--- src/bertPkg.sv ---
`default_nettype none

package bertPkg;

    //**********************************************************
    // Host register bus
    //**********************************************************
    localparam int DataWidth = 16;
    localparam int AddrWidth = 4;

    // Word addresses
    localparam logic [AddrWidth-1:0] AddrVersion    = 4'd0;
    localparam logic [AddrWidth-1:0] AddrControl    = 4'd1;
    localparam logic [AddrWidth-1:0] AddrRate       = 4'd2;
    localparam logic [AddrWidth-1:0] AddrStatus     = 4'd3;
    localparam logic [AddrWidth-1:0] AddrBitCountLo = 4'd4;
    localparam logic [AddrWidth-1:0] AddrBitCountHi = 4'd5;
    localparam logic [AddrWidth-1:0] AddrErrCountLo = 4'd6;
    localparam logic [AddrWidth-1:0] AddrErrCountHi = 4'd7;
    localparam logic [AddrWidth-1:0] AddrInject     = 4'd8;

    localparam logic [DataWidth-1:0] VersionNumber = 16'd428;

    //**********************************************************
    // PN polynomials
    //**********************************************************
    localparam logic [1:0] PolyPn7  = 2'd0;
    localparam logic [1:0] PolyPn15 = 2'd1;
    localparam logic [1:0] PolyPn23 = 2'd2;

    localparam int PnMaxLen = 23;

    // Tap positions, same numbering as the exponents
    localparam int Pn7TapA  = 7;
    localparam int Pn7TapB  = 6;
    localparam int Pn15TapA = 15;
    localparam int Pn15TapB = 14;
    localparam int Pn23TapA = 23;
    localparam int Pn23TapB = 18;

    // Stream sources, codes 2 to 7 idle
    localparam logic [2:0] SrcPnGen    = 3'd0;
    localparam logic [2:0] SrcExternal = 3'd1;

    //**********************************************************
    // BERT lock detection and counters
    //**********************************************************
    localparam int LockMatchCount = 32;
    localparam int UnlockWindow   = 64;
    localparam int UnlockErrors   = 8;
    localparam int MatchCntWidth  = $clog2(LockMatchCount);
    localparam int WindowCntWidth = $clog2(UnlockWindow);
    localparam int WinErrWidth    = $clog2(UnlockErrors);
    localparam int CountWidth     = 32;

    // Control register, written raw and read back as fields
    typedef union packed {
        logic [DataWidth-1:0] raw;
        struct packed {
            logic [4:0] spareHi;
            logic [2:0] outSource;
            logic       spare7;
            logic [2:0] bertSource;
            logic [1:0] polySel;
            logic       bertEnable;
            logic       pnEnable;
        } fields;
    } ctrlWordU;

    // Next PN bit from a history with the newest bit in [0]
    function automatic logic pnPredict(
        input logic [1:0]          poly,
        input logic [PnMaxLen-1:0] hist
    );
        logic nextBit;
        case (poly)
            PolyPn7:  nextBit = hist[Pn7TapA-1] ^ hist[Pn7TapB-1];
            PolyPn15: nextBit = hist[Pn15TapA-1] ^ hist[Pn15TapB-1];
            default:  nextBit = hist[Pn23TapA-1] ^ hist[Pn23TapB-1];
        endcase
        return nextBit;
    endfunction

endpackage

`default_nettype wire

--- src/bertChecker.sv ---
`default_nettype none

module bertChecker (
    input  logic                           clk,
    input  logic                           rstN,
    input  logic                           bertEnable,
    input  logic                           bertClkEn,
    input  logic                           bertData,
    input  logic                           countClear,
    input  logic [1:0]                     polySel,
    output logic                           locked,
    output logic [bertPkg::CountWidth-1:0] bitCount,
    output logic [bertPkg::CountWidth-1:0] errCount
);
    import bertPkg::*;

    logic [PnMaxLen-1:0]       history;
    logic                      bitEn;
    logic                      mismatch;
    logic [MatchCntWidth-1:0]  matchRun;
    logic [WindowCntWidth-1:0] winBits;
    logic [WinErrWidth-1:0]    winErrs;

    assign bitEn = bertEnable && bertClkEn;

    // Self-synchronizing prediction from the received bits
    assign mismatch = pnPredict(polySel, history) ^ bertData;

    always_ff @(posedge clk or negedge rstN) begin
        if (!rstN) begin
            history <= '0;
        end else if (bitEn) begin
            history <= {history[PnMaxLen-2:0], bertData};
        end
    end

    //**********************************************************
    // Lock detection
    //**********************************************************
    always_ff @(posedge clk or negedge rstN) begin
        if (!rstN) begin
            locked   <= 1'b0;
            matchRun <= '0;
            winBits  <= '0;
            winErrs  <= '0;
        end else if (bitEn) begin
            if (!locked) begin
                // Run of consecutive matches
                if (mismatch) begin
                    matchRun <= '0;
                end else if (matchRun == MatchCntWidth'(LockMatchCount - 1)) begin
                    locked   <= 1'b1;
                    matchRun <= '0;
                    winBits  <= '0;
                    winErrs  <= '0;
                end else begin
                    matchRun <= matchRun + 1'b1;
                end
            end else begin
                // Fixed windows of UnlockWindow bits
                if (mismatch && (winErrs == WinErrWidth'(UnlockErrors - 1))) begin
                    locked  <= 1'b0;
                    winBits <= '0;
                    winErrs <= '0;
                end else if (winBits == WindowCntWidth'(UnlockWindow - 1)) begin
                    winBits <= '0;
                    winErrs <= '0;
                end else begin
                    winBits <= winBits + 1'b1;
                    winErrs <= winErrs + WinErrWidth'(mismatch);
                end
            end
        end
    end

    //**********************************************************
    // Bit and error counters
    //**********************************************************
    // Registered lock keeps the locking bit out of the count
    always_ff @(posedge clk or negedge rstN) begin
        if (!rstN) begin
            bitCount <= '0;
            errCount <= '0;
        end else if (countClear) begin
            bitCount <= '0;
            errCount <= '0;
        end else if (bitEn && locked) begin
            if (bitCount != '1) begin
                bitCount <= bitCount + 1'b1;
            end
            if (mismatch && (errCount != '1)) begin
                errCount <= errCount + 1'b1;
            end
        end
    end

    assert property (@(posedge clk) disable iff (!rstN) errCount <= bitCount)
        else $error("Error count above bit count");

endmodule

`default_nettype wire

--- src/bertRegs.sv ---
`default_nettype none

module bertRegs (
    input  logic                           clk,
    input  logic                           rstN,
    input  logic                           busWr,
    input  logic                           busRd,
    input  logic [bertPkg::AddrWidth-1:0]  busAddr,
    input  logic [bertPkg::DataWidth-1:0]  busWrData,
    output logic [bertPkg::DataWidth-1:0]  busRdData,
    output logic                           pnEnable,
    output logic                           bertEnable,
    output logic [1:0]                     polySel,
    output logic [bertPkg::DataWidth-1:0]  rateDiv,
    output logic [2:0]                     bertSource,
    output logic [2:0]                     outSource,
    output logic                           injectError,
    output logic                           countClear,
    input  logic                           locked,
    input  logic [bertPkg::CountWidth-1:0] bitCount,
    input  logic [bertPkg::CountWidth-1:0] errCount
);
    import bertPkg::*;

    ctrlWordU             ctrlReg;
    logic [DataWidth-1:0] rateReg;
    logic [DataWidth-1:0] bitHiShadow;
    logic [DataWidth-1:0] errHiShadow;
    logic [DataWidth-1:0] rdMux;

    //**********************************************************
    // Writable registers and write pulses
    //**********************************************************
    always_ff @(posedge clk or negedge rstN) begin
        if (!rstN) begin
            ctrlReg.raw <= '0;
            rateReg     <= '0;
            injectError <= 1'b0;
            countClear  <= 1'b0;
        end else begin
            injectError <= busWr && (busAddr == AddrInject);
            countClear  <= busWr && (busAddr == AddrStatus);
            if (busWr) begin
                case (busAddr)
                    AddrControl: ctrlReg.raw <= busWrData;
                    AddrRate:    rateReg     <= busWrData;
                    default:     ;
                endcase
            end
        end
    end

    // Field decode
    assign pnEnable   = ctrlReg.fields.pnEnable;
    assign bertEnable = ctrlReg.fields.bertEnable;
    assign polySel    = ctrlReg.fields.polySel;
    assign bertSource = ctrlReg.fields.bertSource;
    assign outSource  = ctrlReg.fields.outSource;
    assign rateDiv    = rateReg;

    // Lo read of the bit count freezes both high halves
    always_ff @(posedge clk or negedge rstN) begin
        if (!rstN) begin
            bitHiShadow <= '0;
            errHiShadow <= '0;
        end else if (busRd && (busAddr == AddrBitCountLo)) begin
            bitHiShadow <= bitCount[CountWidth-1:DataWidth];
            errHiShadow <= errCount[CountWidth-1:DataWidth];
        end
    end

    //**********************************************************
    // Read path
    //**********************************************************
    always_comb begin
        case (busAddr)
            AddrVersion:    rdMux = VersionNumber;
            AddrControl:    rdMux = ctrlReg.raw;
            AddrRate:       rdMux = rateReg;
            AddrStatus:     rdMux = {{(DataWidth-1){1'b0}}, locked};
            AddrBitCountLo: rdMux = bitCount[DataWidth-1:0];
            AddrBitCountHi: rdMux = bitHiShadow;
            AddrErrCountLo: rdMux = errCount[DataWidth-1:0];
            AddrErrCountHi: rdMux = errHiShadow;
            default:        rdMux = '0;
        endcase
    end

    // Held until the next read strobe
    always_ff @(posedge clk or negedge rstN) begin
        if (!rstN) begin
            busRdData <= '0;
        end else if (busRd) begin
            busRdData <= rdMux;
        end
    end

    // Host issues one access per cycle
    assert property (@(posedge clk) disable iff (!rstN) !(busWr && busRd))
        else $error("Read and write strobes in the same cycle");

endmodule

`default_nettype wire

--- src/bertTop.sv ---
`default_nettype none

module bertTop (
    input  logic                          clk,
    input  logic                          rstN,
    input  logic                          busWr,
    input  logic                          busRd,
    input  logic [bertPkg::AddrWidth-1:0] busAddr,
    input  logic [bertPkg::DataWidth-1:0] busWrData,
    output logic [bertPkg::DataWidth-1:0] busRdData,
    input  logic                          extClkEn,
    input  logic                          extData,
    output logic                          serialClkEn,
    output logic                          serialData,
    output logic                          locked
);
    import bertPkg::*;

    logic                  pnEnable;
    logic                  bertEnable;
    logic [1:0]            polySel;
    logic [DataWidth-1:0]  rateDiv;
    logic [2:0]            bertSource;
    logic [2:0]            outSource;
    logic                  injectError;
    logic                  countClear;
    logic [CountWidth-1:0] bitCount;
    logic [CountWidth-1:0] errCount;
    logic                  pnClkEn;
    logic                  pnBit;
    logic                  bertClkEn;
    logic                  bertData;

    //**********************************************************
    // Host registers
    //**********************************************************
    bertRegs regs_i (
        .clk(clk), .rstN(rstN),
        .busWr(busWr), .busRd(busRd), .busAddr(busAddr),
        .busWrData(busWrData), .busRdData(busRdData),
        .pnEnable(pnEnable), .bertEnable(bertEnable), .polySel(polySel),
        .rateDiv(rateDiv), .bertSource(bertSource), .outSource(outSource),
        .injectError(injectError), .countClear(countClear),
        .locked(locked), .bitCount(bitCount), .errCount(errCount)
    );

    //**********************************************************
    // Datapath
    //**********************************************************
    pnGenerator pnGen_i (
        .clk(clk), .rstN(rstN),
        .pnEnable(pnEnable), .polySel(polySel), .rateDiv(rateDiv),
        .injectError(injectError), .pnClkEn(pnClkEn), .pnBit(pnBit)
    );

    streamRouter router_i (
        .clk(clk), .rstN(rstN),
        .bertSource(bertSource), .outSource(outSource),
        .pnClkEn(pnClkEn), .pnBit(pnBit), .extClkEn(extClkEn), .extData(extData),
        .bertClkEn(bertClkEn), .bertData(bertData),
        .serialClkEn(serialClkEn), .serialData(serialData)
    );

    // Lock also goes to the front panel
    bertChecker checker_i (
        .clk(clk), .rstN(rstN),
        .bertEnable(bertEnable), .bertClkEn(bertClkEn), .bertData(bertData),
        .countClear(countClear), .polySel(polySel),
        .locked(locked), .bitCount(bitCount), .errCount(errCount)
    );

endmodule

`default_nettype wire

--- src/pnGenerator.sv ---
`default_nettype none

module pnGenerator (
    input  logic                          clk,
    input  logic                          rstN,
    input  logic                          pnEnable,
    input  logic [1:0]                    polySel,
    input  logic [bertPkg::DataWidth-1:0] rateDiv,
    input  logic                          injectError,
    output logic                          pnClkEn,
    output logic                          pnBit
);
    import bertPkg::*;

    logic [DataWidth-1:0] rateCnt;
    logic                 bitTick;
    logic [PnMaxLen-1:0]  state;
    logic [PnMaxLen-1:0]  activeMask;
    logic [1:0]           polyPrev;
    logic                 injectPending;
    logic                 feedback;

    // One tick every rateDiv+1 cycles
    assign bitTick = pnEnable && (rateCnt >= rateDiv);

    always_ff @(posedge clk or negedge rstN) begin
        if (!rstN) begin
            rateCnt <= '0;
            pnClkEn <= 1'b0;
        end else begin
            pnClkEn <= bitTick;
            if (!pnEnable || bitTick) begin
                rateCnt <= '0;
            end else begin
                rateCnt <= rateCnt + 1'b1;
            end
        end
    end

    // Fibonacci register, the new bit enters at [0]
    assign feedback = pnPredict(polySel, state);

    always_ff @(posedge clk or negedge rstN) begin
        if (!rstN) begin
            state         <= '1;
            polyPrev      <= PolyPn7;
            pnBit         <= 1'b0;
            injectPending <= 1'b0;
        end else begin
            polyPrev <= polySel;
            if (polySel != polyPrev) begin
                state <= '1;
            end else if (bitTick) begin
                state <= {state[PnMaxLen-2:0], feedback};
            end
            // Inversion hits the output only, never the state
            if (bitTick) begin
                pnBit         <= feedback ^ (injectPending | injectError);
                injectPending <= 1'b0;
            end else if (injectError) begin
                injectPending <= 1'b1;
            end
        end
    end

    always_comb begin
        case (polySel)
            PolyPn7:  activeMask = PnMaxLen'((1 << Pn7TapA) - 1);
            PolyPn15: activeMask = PnMaxLen'((1 << Pn15TapA) - 1);
            default:  activeMask = '1;
        endcase
    end

    assert property (@(posedge clk) disable iff (!rstN)
        pnEnable |-> ((state & activeMask) != '0))
        else $error("PN generator state is all zero");

endmodule

`default_nettype wire

--- src/streamRouter.sv ---
`default_nettype none

module streamRouter (
    input  logic       clk,
    input  logic       rstN,
    input  logic [2:0] bertSource,
    input  logic [2:0] outSource,
    input  logic       pnClkEn,
    input  logic       pnBit,
    input  logic       extClkEn,
    input  logic       extData,
    output logic       bertClkEn,
    output logic       bertData,
    output logic       serialClkEn,
    output logic       serialData
);
    import bertPkg::*;

    logic [7:0] srcClkEn;
    logic [7:0] srcData;

    // Source table shared by both selections
    always_comb begin
        srcClkEn              = '0;
        srcData               = '0;
        srcClkEn[SrcPnGen]    = pnClkEn;
        srcData[SrcPnGen]     = pnBit;
        srcClkEn[SrcExternal] = extClkEn;
        srcData[SrcExternal]  = extData;
    end

    always_ff @(posedge clk or negedge rstN) begin
        if (!rstN) begin
            bertClkEn   <= 1'b0;
            bertData    <= 1'b0;
            serialClkEn <= 1'b0;
            serialData  <= 1'b0;
        end else begin
            bertClkEn   <= srcClkEn[bertSource];
            bertData    <= srcData[bertSource];
            serialClkEn <= srcClkEn[outSource];
            serialData  <= srcData[outSource];
        end
    end

endmodule

`default_nettype wire

--- config.mk ---
export PLATFORM = sky130hd
export DESIGN_NAME = bertTop
export DESIGN_NICKNAME = d
export VERILOG_FILES = /design/src/bertPkg.sv /design/src/bertChecker.sv /design/src/bertRegs.sv /design/src/bertTop.sv /design/src/pnGenerator.sv /design/src/streamRouter.sv
export SDC_FILE = /design/constraint.sdc
export NUM_CORES = 1
export LEC_CHECK = 0
export BUFFER_PORTS_ARGS = -buffer_cell sky130_fd_sc_hd__buf_4
export CAP_MARGIN = 5
export CORE_UTILIZATION = 55
export DETAILED_ROUTE_END_ITERATION = 10
export HOLD_SLACK_MARGIN = 0.08
export PLACE_DENSITY = 0.69
export SLEW_MARGIN = 20
export SYNTH_ARGS = -nofsm -noshare
export SYNTH_HDL_FRONTEND = slang
export SYNTH_SLANG_ARGS = --single-unit
export TNS_END_PERCENT = 100
--- constraint.sdc ---
create_clock -name clk -period 3 [get_ports clk]
set_input_delay 0.6 -clock clk [delete_from_list [all_inputs] [get_ports clk]]
set_output_delay 0.6 -clock clk [all_outputs]
set_load 0.02 [all_outputs]
=== Word-level counts from Yosys, hierarchy flattened ===
Index checks and enable logic that the tools add are counted.
W data, S select, Z words.

* $add $sub $neg: 6
* Magnitude comparators: 3
* Equality and inequality tests: 16
* Multiplexer cells: 38
* Bitwise gates (word level): 10
* Reduce and logical (&&, ||, !) cells: 24

{| class="wikitable"
|+ Operators with widths
! kind !! number
|-
| $mux W32 || 6
|-
| $pmux W16 S8 || 1
|-
| $add A32 B1 Y32 const B || 2
|-
| $ne A32 B32 Y1 const B || 2
|-
| $mux W23 || 2
|-
| $mux W6 || 5
|-
| $add A16 B1 Y16 const B || 1
|-
| $eq A4 B3 Y1 const B || 4
|-
| $ge A16 B16 Y1 || 1
|-
| $mux W16 || 1
|-
| $mux W3 || 5
|-
| $bmux W1 S3 || 4
|-
| $reduce_bool A2 Y1 || 6
|-
| $mux W1 || 10
|-
| $mux W5 || 2
|-
| $reduce_and A2 Y1 || 5
|-
| $eq A4 B2 Y1 const B || 2
|-
| $logic_and A1 B1 Y1 || 8
|-
| $lt A3 B4 Y1 const B || 2
|-
| $xor A1 B1 Y1 || 8
|-
| $add A6 B1 Y6 const B || 1
|-
| $eq A6 B6 Y1 const B || 1
|-
| $add A5 B1 Y5 const B || 1
|-
| $eq A5 B5 Y1 const B || 1
|-
| 15 further kinds || 16
|}

* Register bits after elaboration: 232
* Input bits: 26
* Output and inout port bits: 19

=== Logic depth before layout (Yosys ltp) ===
Gate-level depths: netlist of the first run.

* Depth in word-level cells: 7
* Mapped depth: 10

=== Cells and area by module ===
Synthesis of the first run repeated with hierarchy kept, for this count alone.

* Cells, all modules: 1097
* Area, all modules: 11912.7 µm²

{| class="wikitable"
|+ Modules (own cells, without submodules)
! module !! instances !! cells an instance !! area an instance (µm²) !! seq. area each (µm²)
|-
| bertChecker || 1 || 547 || 5407.7 || 2552.4
|-
| bertRegs || 1 || 313 || 3987.6 || 2052.0
|-
| pnGenerator || 1 || 225 || 2357.3 || 1129.8
|-
| streamRouter || 1 || 12 || 160.2 || 100.1
|}

=== Worst setup path before layout of the first run ===
Ideal clock, no wire load.

* Kind: input to register
* Start point: input busAddr[1] in the netlist's numbering
* End point: register regs_i.bitHiShadow[15]
* Data arrival time: 2.126 ns
* Required time: 2.875 ns
* Path slack: 0.749 ns
* Cell stages on the path: 6
* Buffers on the path: 3
* Cells stage by stage: clkbuf_1 nor3_1 nand2_1 clkbuf_1 clkbuf_1 mux2_2

* Cells in the longest elaborated chain, start to end: 2

{| class="wikitable"
|+ Ends and longest elaborated chain
! element !! RTL line !! source
|-
| start, declared || bertTop.sv:8 || <nowiki>input logic [bertPkg::AddrWidth-1:0] busAddr,</nowiki>
|-
| $eq A4 B3 Y1 || bertRegs.sv:66 || <nowiki>end else if (busRd && (busAddr == AddrBitCountLo)) begin</nowiki>
|-
| $logic_and A1 B1 Y1 || bertRegs.sv:66 ||
|-
| end signal, assigned || bertRegs.sv:67 || <nowiki>bitHiShadow <= bitCount[CountWidth-1:DataWidth];</nowiki>
|-
| end, declared || bertRegs.sv:27 || <nowiki>logic [DataWidth-1:0] bitHiShadow;</nowiki>
|}

No other way between the ends.
A chain may end at the register's enable or synchronous reset.

=== Worst setup path after layout of the first run ===
* Start point: register checker_i.history[13]
* End point: register checker_i.errCount[22] in the netlist's numbering

* Cells in the longest elaborated chain, start to end: 6

{| class="wikitable"
|+ Ends and longest elaborated chain
! element !! RTL line !! source
|-
| start, declared || bertChecker.sv:17 || <nowiki>logic [PnMaxLen-1:0] history;</nowiki>
|-
| start signal, assigned || bertChecker.sv:33 || <nowiki>history <= {history[PnMaxLen-2:0], bertData};</nowiki>
|-
| $xor A1 B1 Y1 || bertPkg.sv:78 || <nowiki>PolyPn15: nextBit = hist[Pn15TapA-1] ^ hist[Pn15TapB-1];</nowiki>
|-
| $pmux W1 S2 || bertPkg.sv:76 || <nowiki>case (poly)</nowiki>
|-
| $xor A1 B1 Y1 || bertChecker.sv:27 || <nowiki>assign mismatch = pnPredict(polySel, history) ^ bertData;</nowiki>
|-
| $logic_and A1 B1 Y1 || bertChecker.sv:91 || <nowiki>if (mismatch && (errCount != '1)) begin</nowiki>
|-
| $reduce_bool A2 Y1 (no line) || n/a ||
|-
| $reduce_and A2 Y1 (no line) || n/a ||
|-
| end signal, assigned || bertChecker.sv:92 || <nowiki>errCount <= errCount + 1'b1;</nowiki>
|-
| end, declared || bertChecker.sv:13 || <nowiki>output logic [bertPkg::CountWidth-1:0] errCount</nowiki>
|}

No other way between the ends.

==> impl_metrics.ini, run 1 <==
[clock_network]
cts_tree = built
numCtsBuffers = 26
postCtsSetupRepairBufs = 0
clkTransAtPathRegs_ns = 0.06
hold_buffers = 0
clk_latency_ns = 0.52
clock_sinks = 232
cts_root_buf = clkbuf_16
clk_path_buf_depth = 3
htree_levels = 1
ctsResizeCount = 0

[timing]
fmax_mhz = 396.3
finalSetupTns_ns = 0
rsz0062_at_grt = no
final_hold_viol_count = 0
slew_violations = 0
max_slew_margin_pct = 36.54
skew_ns = 0.01149
final-setup-viol-count = 0
fin_ws_ns = 0.4766
period_needed_ns = 2.523
finalCritPeriodShare_pct = 84.11
tightest_slew_ns = 0.9484

[synth]
synth.cell_area_um2 = 11570
synth_seq_cells = 232
yosys_warnings = 0
yosysSeqAreaShare_pct = 50.41
synth_edf_count = 0
synth_nets = 1131
ys_async_sr_fraction_pct = 100.0
synth_area_per_cell_um2 = 10.71
synth_top_area_cell = dfrtp_1
synth_cell_types = 68
postSynthCellCount = 1081
synth_flop_cell = dfrtp_1
synth.top_cells.by_area = dfrtp_1, mux2_2, dfstp_2
yosys.area.top_type_share_pct = 45.18

[worst_setup_path]
end_kind = register
crit_chain = xnor3_1 -> a22oi_2 -> buf_4 -> nand4_1 -> nor4_1 -> mux2_2
arrival_ns = 2.93
crit_buf_inv = 1
cpPeakStageDelay_ns = 0.43
critPathTopFamily = simple AND/OR/NAND/NOR gates
cp_data_required_time_ns = 3.40
criticalPathCategory = reg2reg
cp-start-kind = register
cp_max_fo = 13
crit_slowest_cell = nand4_1

[die]
core_um2 = 20430
die_h_um = 147.1
initial_core_util_pct = 56.66
ios = 45
die-area_um2 = 21630
die_w_um = 147.1
num_rows = 52

[run]
drv_cap = 0

[cells_and_area]
area_growth_pct = 14.44
fill_cells = 1630
drive_above_1_share_pct = 22.43
ff_latch_area_um2 = 5836
nNetsFinal = 1180
multi_input_area_um2 = 5358
n_antenna_cell = 0

[route]
wl_per_cell_um = 19.33
drt-total-wl_um = 27450
drc = 0
dr_total_vias = 8665
drt_iter0_markers = 651
drt_first_pass_iters = 5
vias_per_cell = 6.102
drtAntennaViolNets = 0

[run_status]
outcome = completed

[pwr]
irDropWorstVdd_uv = 463.3
totalPowerFinal_uw = 7891
power_density_nw_per_um2 = 595.7
p_leak_uw = 0.005652

[placement]
place_ws_ns = 0.5374
dp.final_hpwl_um = 19290
gp_congestion = 0.8646
port_buffers = 44

[hold_path]
worstHoldPathType = in2async

[grt]
antenna_found_initial = 0
grt_pass1_wl_um = 44910
grt_max_degree = 91
grt_usage_pct = 26.13
grt-ovfl-total = 0
grt_pass1_vias = 8423
-- power breakdown --
| part | internal [uW] | switching, uW |
|---|---|---|
| Sequential | 3300 | 166 |
| Combinational | 326 | 487 |
| Clock | 2310 | 1300 |
-- routing by layer --
layer | vias to the layer above | routed length (um) | GRT usage (%)
met4 | 0 | 911 | 8.918
met3 | 53 | 1355 | 3.944
li1 | 4110 | - | -
met5 | - | 0 | 0
met1 | 4265 | 12730 | 37.63
met2 | 237 | 12450 | 40.47
-- Yosys cell counts, types with 9 or more instances --
cell type,count
and4_1,9
nand4_1,22
or3_1,17
xnor2_1,13
nor2_1,84
nand3_1,36
mux2i_1,29
mux2_2,92
a21oi_1,67
clkbuf_1,36
dfrtp_1,209
nand2_1,65
o31ai_1,32
nor3_1,18
or4_1,32
nor2b_1,17
inv_1,40
ha_1,24
o21ai_0,40
and3_1,14
a41oi_1,14
dfstp_2,23
a22oi_1,38
-- area by class of cell --
class                           instances  share of cell area [%]
Sequential cell                       232                   44.05
Multi-Input combinational cell        757                   40.45
Clock buffer                           32                   5.469
Timing Repair Buffer                   73                   4.383
Tap cell                              270                   2.550
Clock inverter                         16                   1.965
Inverter                               40                   1.133
-- sequential cells by signal, indices dropped and copies added (netlist names) --
register,cells
regs_i.injectError,1
regs_i.busRdData,16
router_i.serialClkEn,1
regs_i.rateDiv,16
pnGen_i.polyPrev,2
checker_i.locked,1
regs_i.errHiShadow,16
checker_i.history,23
regs_i.bitHiShadow,16
router_i.bertClkEn,1
router_i.serialData,1
checker_i.winErrs,3
pnGen_i.rateCnt,16
pnGen_i.state,23
regs_i.countClear,1
router_i.bertData,1
regs_i.ctrlReg,16
pnGen_i.injectPending,1
pnGen_i.pnBit,1
checker_i.winBits,6
checker_i.matchRun,5
checker_i.bitCount,32
checker_i.errCount,32
pnGen_i.pnClkEn,1
-- kinds of logic (layout without fill, tap and decap cells) --
group / count (synthesis) / after routing / share of synthesized area (%)
buf+inv: 92 / 161 / 3.405
xor+xnor: 23 / 23 / 2.097
simple gates: 354 / 354 / 16.47
mux: 124 / 124 / 11.85
compound gates: 232 / 232 / 13.18
flops: 232 / 232 / 50.41
fa+ha+maj: 24 / 24 / 2.594
-- worst paths after layout --
path                                        from                endpoint  slack [ns]  cells after the start
hold reg to reg            checker_i.matchRun[4]   checker_i.matchRun[4]        0.49                      2
max in group asynchronous                   rstN  checker_i.errCount[14]        2.04                      2
min in group clk                    busWrData[8]       regs_i.rateDiv[8]        0.31                      2
setup reg to reg           checker_i.history[13]  checker_i.errCount[22]        0.48                      6
setup / recovery           checker_i.history[13]  checker_i.errCount[22]        0.48                      6
hold / removal                              rstN     pnGen_i.rateCnt[12]        0.07                      1
-- cells in the final DEF, fill, tap and decap left out, types with 9 or more instances in the layout --
master and n:
a21oi_1 67, a22oi_1 38, a41oi_1 14, and3_1 14, and4_1 9, buf_4 70, clkbuf_16 27, dfrtp_1 208
dfstp_2 23, ha_1 24, inv_1 40, mux2_2 92, mux2i_1 29, nand2_1 65, nand3_1 36, nand4_1 22
nor2_1 84, nor2b_1 17, nor3_1 18, o21ai_0 40, o31ai_1 32, or3_1 17, or4_1 32, xnor2_1 13
-- per-stage QoR --
| step | hold slack [ns] | instances | cell area (um^2) | utilization (%) |
|---|---|---|---|---|
| after floorplan | 0.3044 | 1081 | 11570 | - |
| after global placement | 0.4702 | 1372 | 12260 | 60.02 |
| after detailed placement | 0.4785 | 1372 | 12260 | 60.02 |
| after CTS | 0.1196 | 1420 | 13250 | 64.84 |
| after global routing | 0.1298 | 1420 | 13250 | 64.84 |
| final | 0.07194 | 1420 | 13250 | 64.84 |
Note: power is estimated with default switching activity, not from simulation.
==> run 2: changes to the inputs <==
--- a/config.mk
+++ b/config.mk
@@ -10,7 +10,7 @@
 export CORE_UTILIZATION = 55
 export DETAILED_ROUTE_END_ITERATION = 10
 export HOLD_SLACK_MARGIN = 0.08
-export PLACE_DENSITY = 0.69
+export PLACE_DENSITY = 0.72
 export SLEW_MARGIN = 20
 export SYNTH_ARGS = -nofsm -noshare
 export SYNTH_HDL_FRONTEND = slang
==> constraint.sdc (replaced) <==
create_clock -name clk -period 2.2 [get_ports clk]
set_input_delay 0.44 -clock clk [delete_from_list [all_inputs] [get_ports clk]]
set_output_delay 0.44 -clock clk [all_outputs]
set_load 0.02 [all_outputs]
==> run 2 against run 1 <==
Compared with the run above:
- the run now ends with setup timing left
- setup slack worse by 0.55 ns
- register-to-register slack lost 0.55 ns
- sequential power rose by 36%
- global-route usage grew 1.6 points
- critical path type unchanged
- critical endpoint is now checker_i.errCount[5]
- clock skew shrank 0.00051 ns
- power grew 30%
- clock power rose by 14%
- wire length increased by 7.5%
==> impl_metrics.ini, run 2 (synthesized netlist as in run 1, its figures left out) <==
[timing]
finalCritPeriodShare_pct = 103.2
final-setup-viol-count = 3
max_slew_margin_pct = 57.30
slew_violations = 0
rsz0062_at_grt = yes
skew_ns = 0.01098
final_hold_viol_count = 0
fin_ws_ns = -0.06951
holdWs_ns = 0.1538
fmax_mhz = 440.6
tightest_slew_ns = 0.6375
period_needed_ns = 2.270

[run_status]
outcome = finished with violations
violations = setup timing

[cells_and_area]
final_cells = 1516
layout_commonest_cell = dfrtp_1
area_growth_pct = 22.24
post-route-util_pct = 69.26
largestRegisters = checker_i.bitCount x32, checker_i.errCount x32
n_antenna_cell = 0
mostFrequentLayoutCells = dfrtp_1, buf_4, mux2_2
nNetsFinal = 1278
drive_above_1_share_pct = 31.06

[die]
die_h_um = 147.1
die_w_um = 147.1
die-area_um2 = 21630
core_um2 = 20430
ios = 45
initial_core_util_pct = 56.66
num_rows = 52

[worst_setup_path]
endpoint = checker_i.errCount[5]
cp_data_required_time_ns = 2.66
critPathTopFamily = simple AND/OR/NAND/NOR gates
worstReg2RegEnd = checker_i.errCount[5]
worstSetupStartpoint = checker_i.errCount[22]
end_kind = register
path_common_cell = buf_6
criticalPathCategory = reg2reg
crit_chain = nand4_1 -> or4b_4 -> o311ai_4 -> buf_6 -> buf_6 -> o31ai_1 -> a21oi_2
ff2ff_path_depth = 7
arrival_ns = 2.73
r2r_setup_slack_ns = -0.07
cp_num_cells = 7
cp_max_fo = 7
crit_buf_inv = 2
cpPeakStageDelay_ns = 0.63
crit_slowest_cell = or4b_4
cp-start-kind = register
r2r-start = checker_i.errCount[22]

[placement]
place_ws_ns = -0.05747
dp_cells = 1446
gp_congestion = 0.8756
dp.final_hpwl_um = 20560
port_buffers = 44

[pwr]
power.share.clock_pct = 40.1
p_comb_share_pct = 13.9
power.internal_uw = 7553
irDropWorstVdd_uv = 511.2
swShare_pct = 26.27
totalPowerFinal_uw = 10240
seqPwrFrac_pct = 46.0
p_leak_uw = 0.006152
power_density_nw_per_um2 = 724.1
switchingPower_uw = 2692

[route]
drt_first_pass_iters = 6
wl_per_cell_um = 19.46
drc = 0
drt_iter0_markers = 641
dr_total_vias = 9285
drtAntennaViolNets = 0
vias_per_cell = 6.125
drt-total-wl_um = 29500

[clock_network]
htree_levels = 1
numCtsBuffers = 26
clk_latency_ns = 0.53
clkTransAtPathRegs_ns = 0.06
clk_path_buf_depth = 3
cts_tree = built
clock_sinks = 232
cts_root_buf = clkbuf_16

[grt]
grt_max_degree = 61
antenna_found_initial = 0
grt_pass1_vias = 9071
grt_pass1_wl_um = 47640
grt-busiest-layer = met2
use_met1_pct = 38.75
grt_usage_pct = 27.72
met3_usage_pct = 4.876
grt-ovfl-total = 0
use_met2_pct = 43.87

[hold_path]
worstHoldPathType = in2reg

[run]
drv_cap = 0
run 2: power groups by stage:
stage / clock network [uW] / registers (uW) / logic [uW]
6_report: 4100 / 4710 / 1430
5_1_grt: 4330 / 4740 / 1570
4_1_cts: 4150 / 4710 / 1300
3_5_place_dp: 0 / 4790 / 1210
3_3_place_gp: 0 / 4780 / 1180
2_1_floorplan: 0 / 4740 / 743
run 2: metal layers:
layer | up-vias | wire [um]
li1 | 4317 | -
met1 | 4642 | 12920
met2 | 258 | 13970
met3 | 68 | 1650
met4 | 0 | 963
met5 | - | 0
run 2: cell type report:
class / instances / area, um^2
fill: 1491 / 6281
tap: 270 / 337.8
clock buffer: 38 / 767.0
multi-input combinational: 758 / 5575
clock inverter: 8 / 46.29
inverter: 40 / 150.1
sequential: 232 / 5837
timing repair buffer: 170 / 1435
run 2: worst reg2reg max path: stages, from the launching register on:
cell      delay, ns
dfrtp_1        0.36
nand4_1        0.15
or4b_4         0.63
o311ai_4       0.53
buf_6          0.20
buf_6          0.10
o31ai_1        0.09
a21oi_2        0.13
run 2: through the flow:
step	cell area (um^2)	setup TNS [ns]
final	14150	-0.1093
after floorplan	11580	0
after global placement	12870	-0.01677
after detailed placement	12870	-0.3292
after CTS	13780	-0.003494
after global routing	14150	-1.087
run 2: repair_timing:
action,in CTS,in global routing
hold buffers,1,0
endpoints found under the setup margin,19,59
buffers inserted,6,12
pin swaps,3,28
cloned,1,4
resized for setup,7,44
endpoints found under the hold margin,54,0
run 2: how the worst min path moves through the flow:
stage	start	to	slack, ns	depth (start not counted)
3_3_place_gp	rstN	pnGen_i.rateCnt[12]	0.41	1
4_1_cts	busWrData[7]	regs_i.rateDiv[7]	0.15	2
2_1_floorplan	rstN	checker_i.bitCount[0]	0.14	0
3_5_place_dp	rstN	pnGen_i.rateCnt[12]	0.41	1
5_1_grt	busWrData[7]	regs_i.rateDiv[7]	0.15	2
6_report	busWrData[7]	regs_i.rateDiv[7]	0.15	2
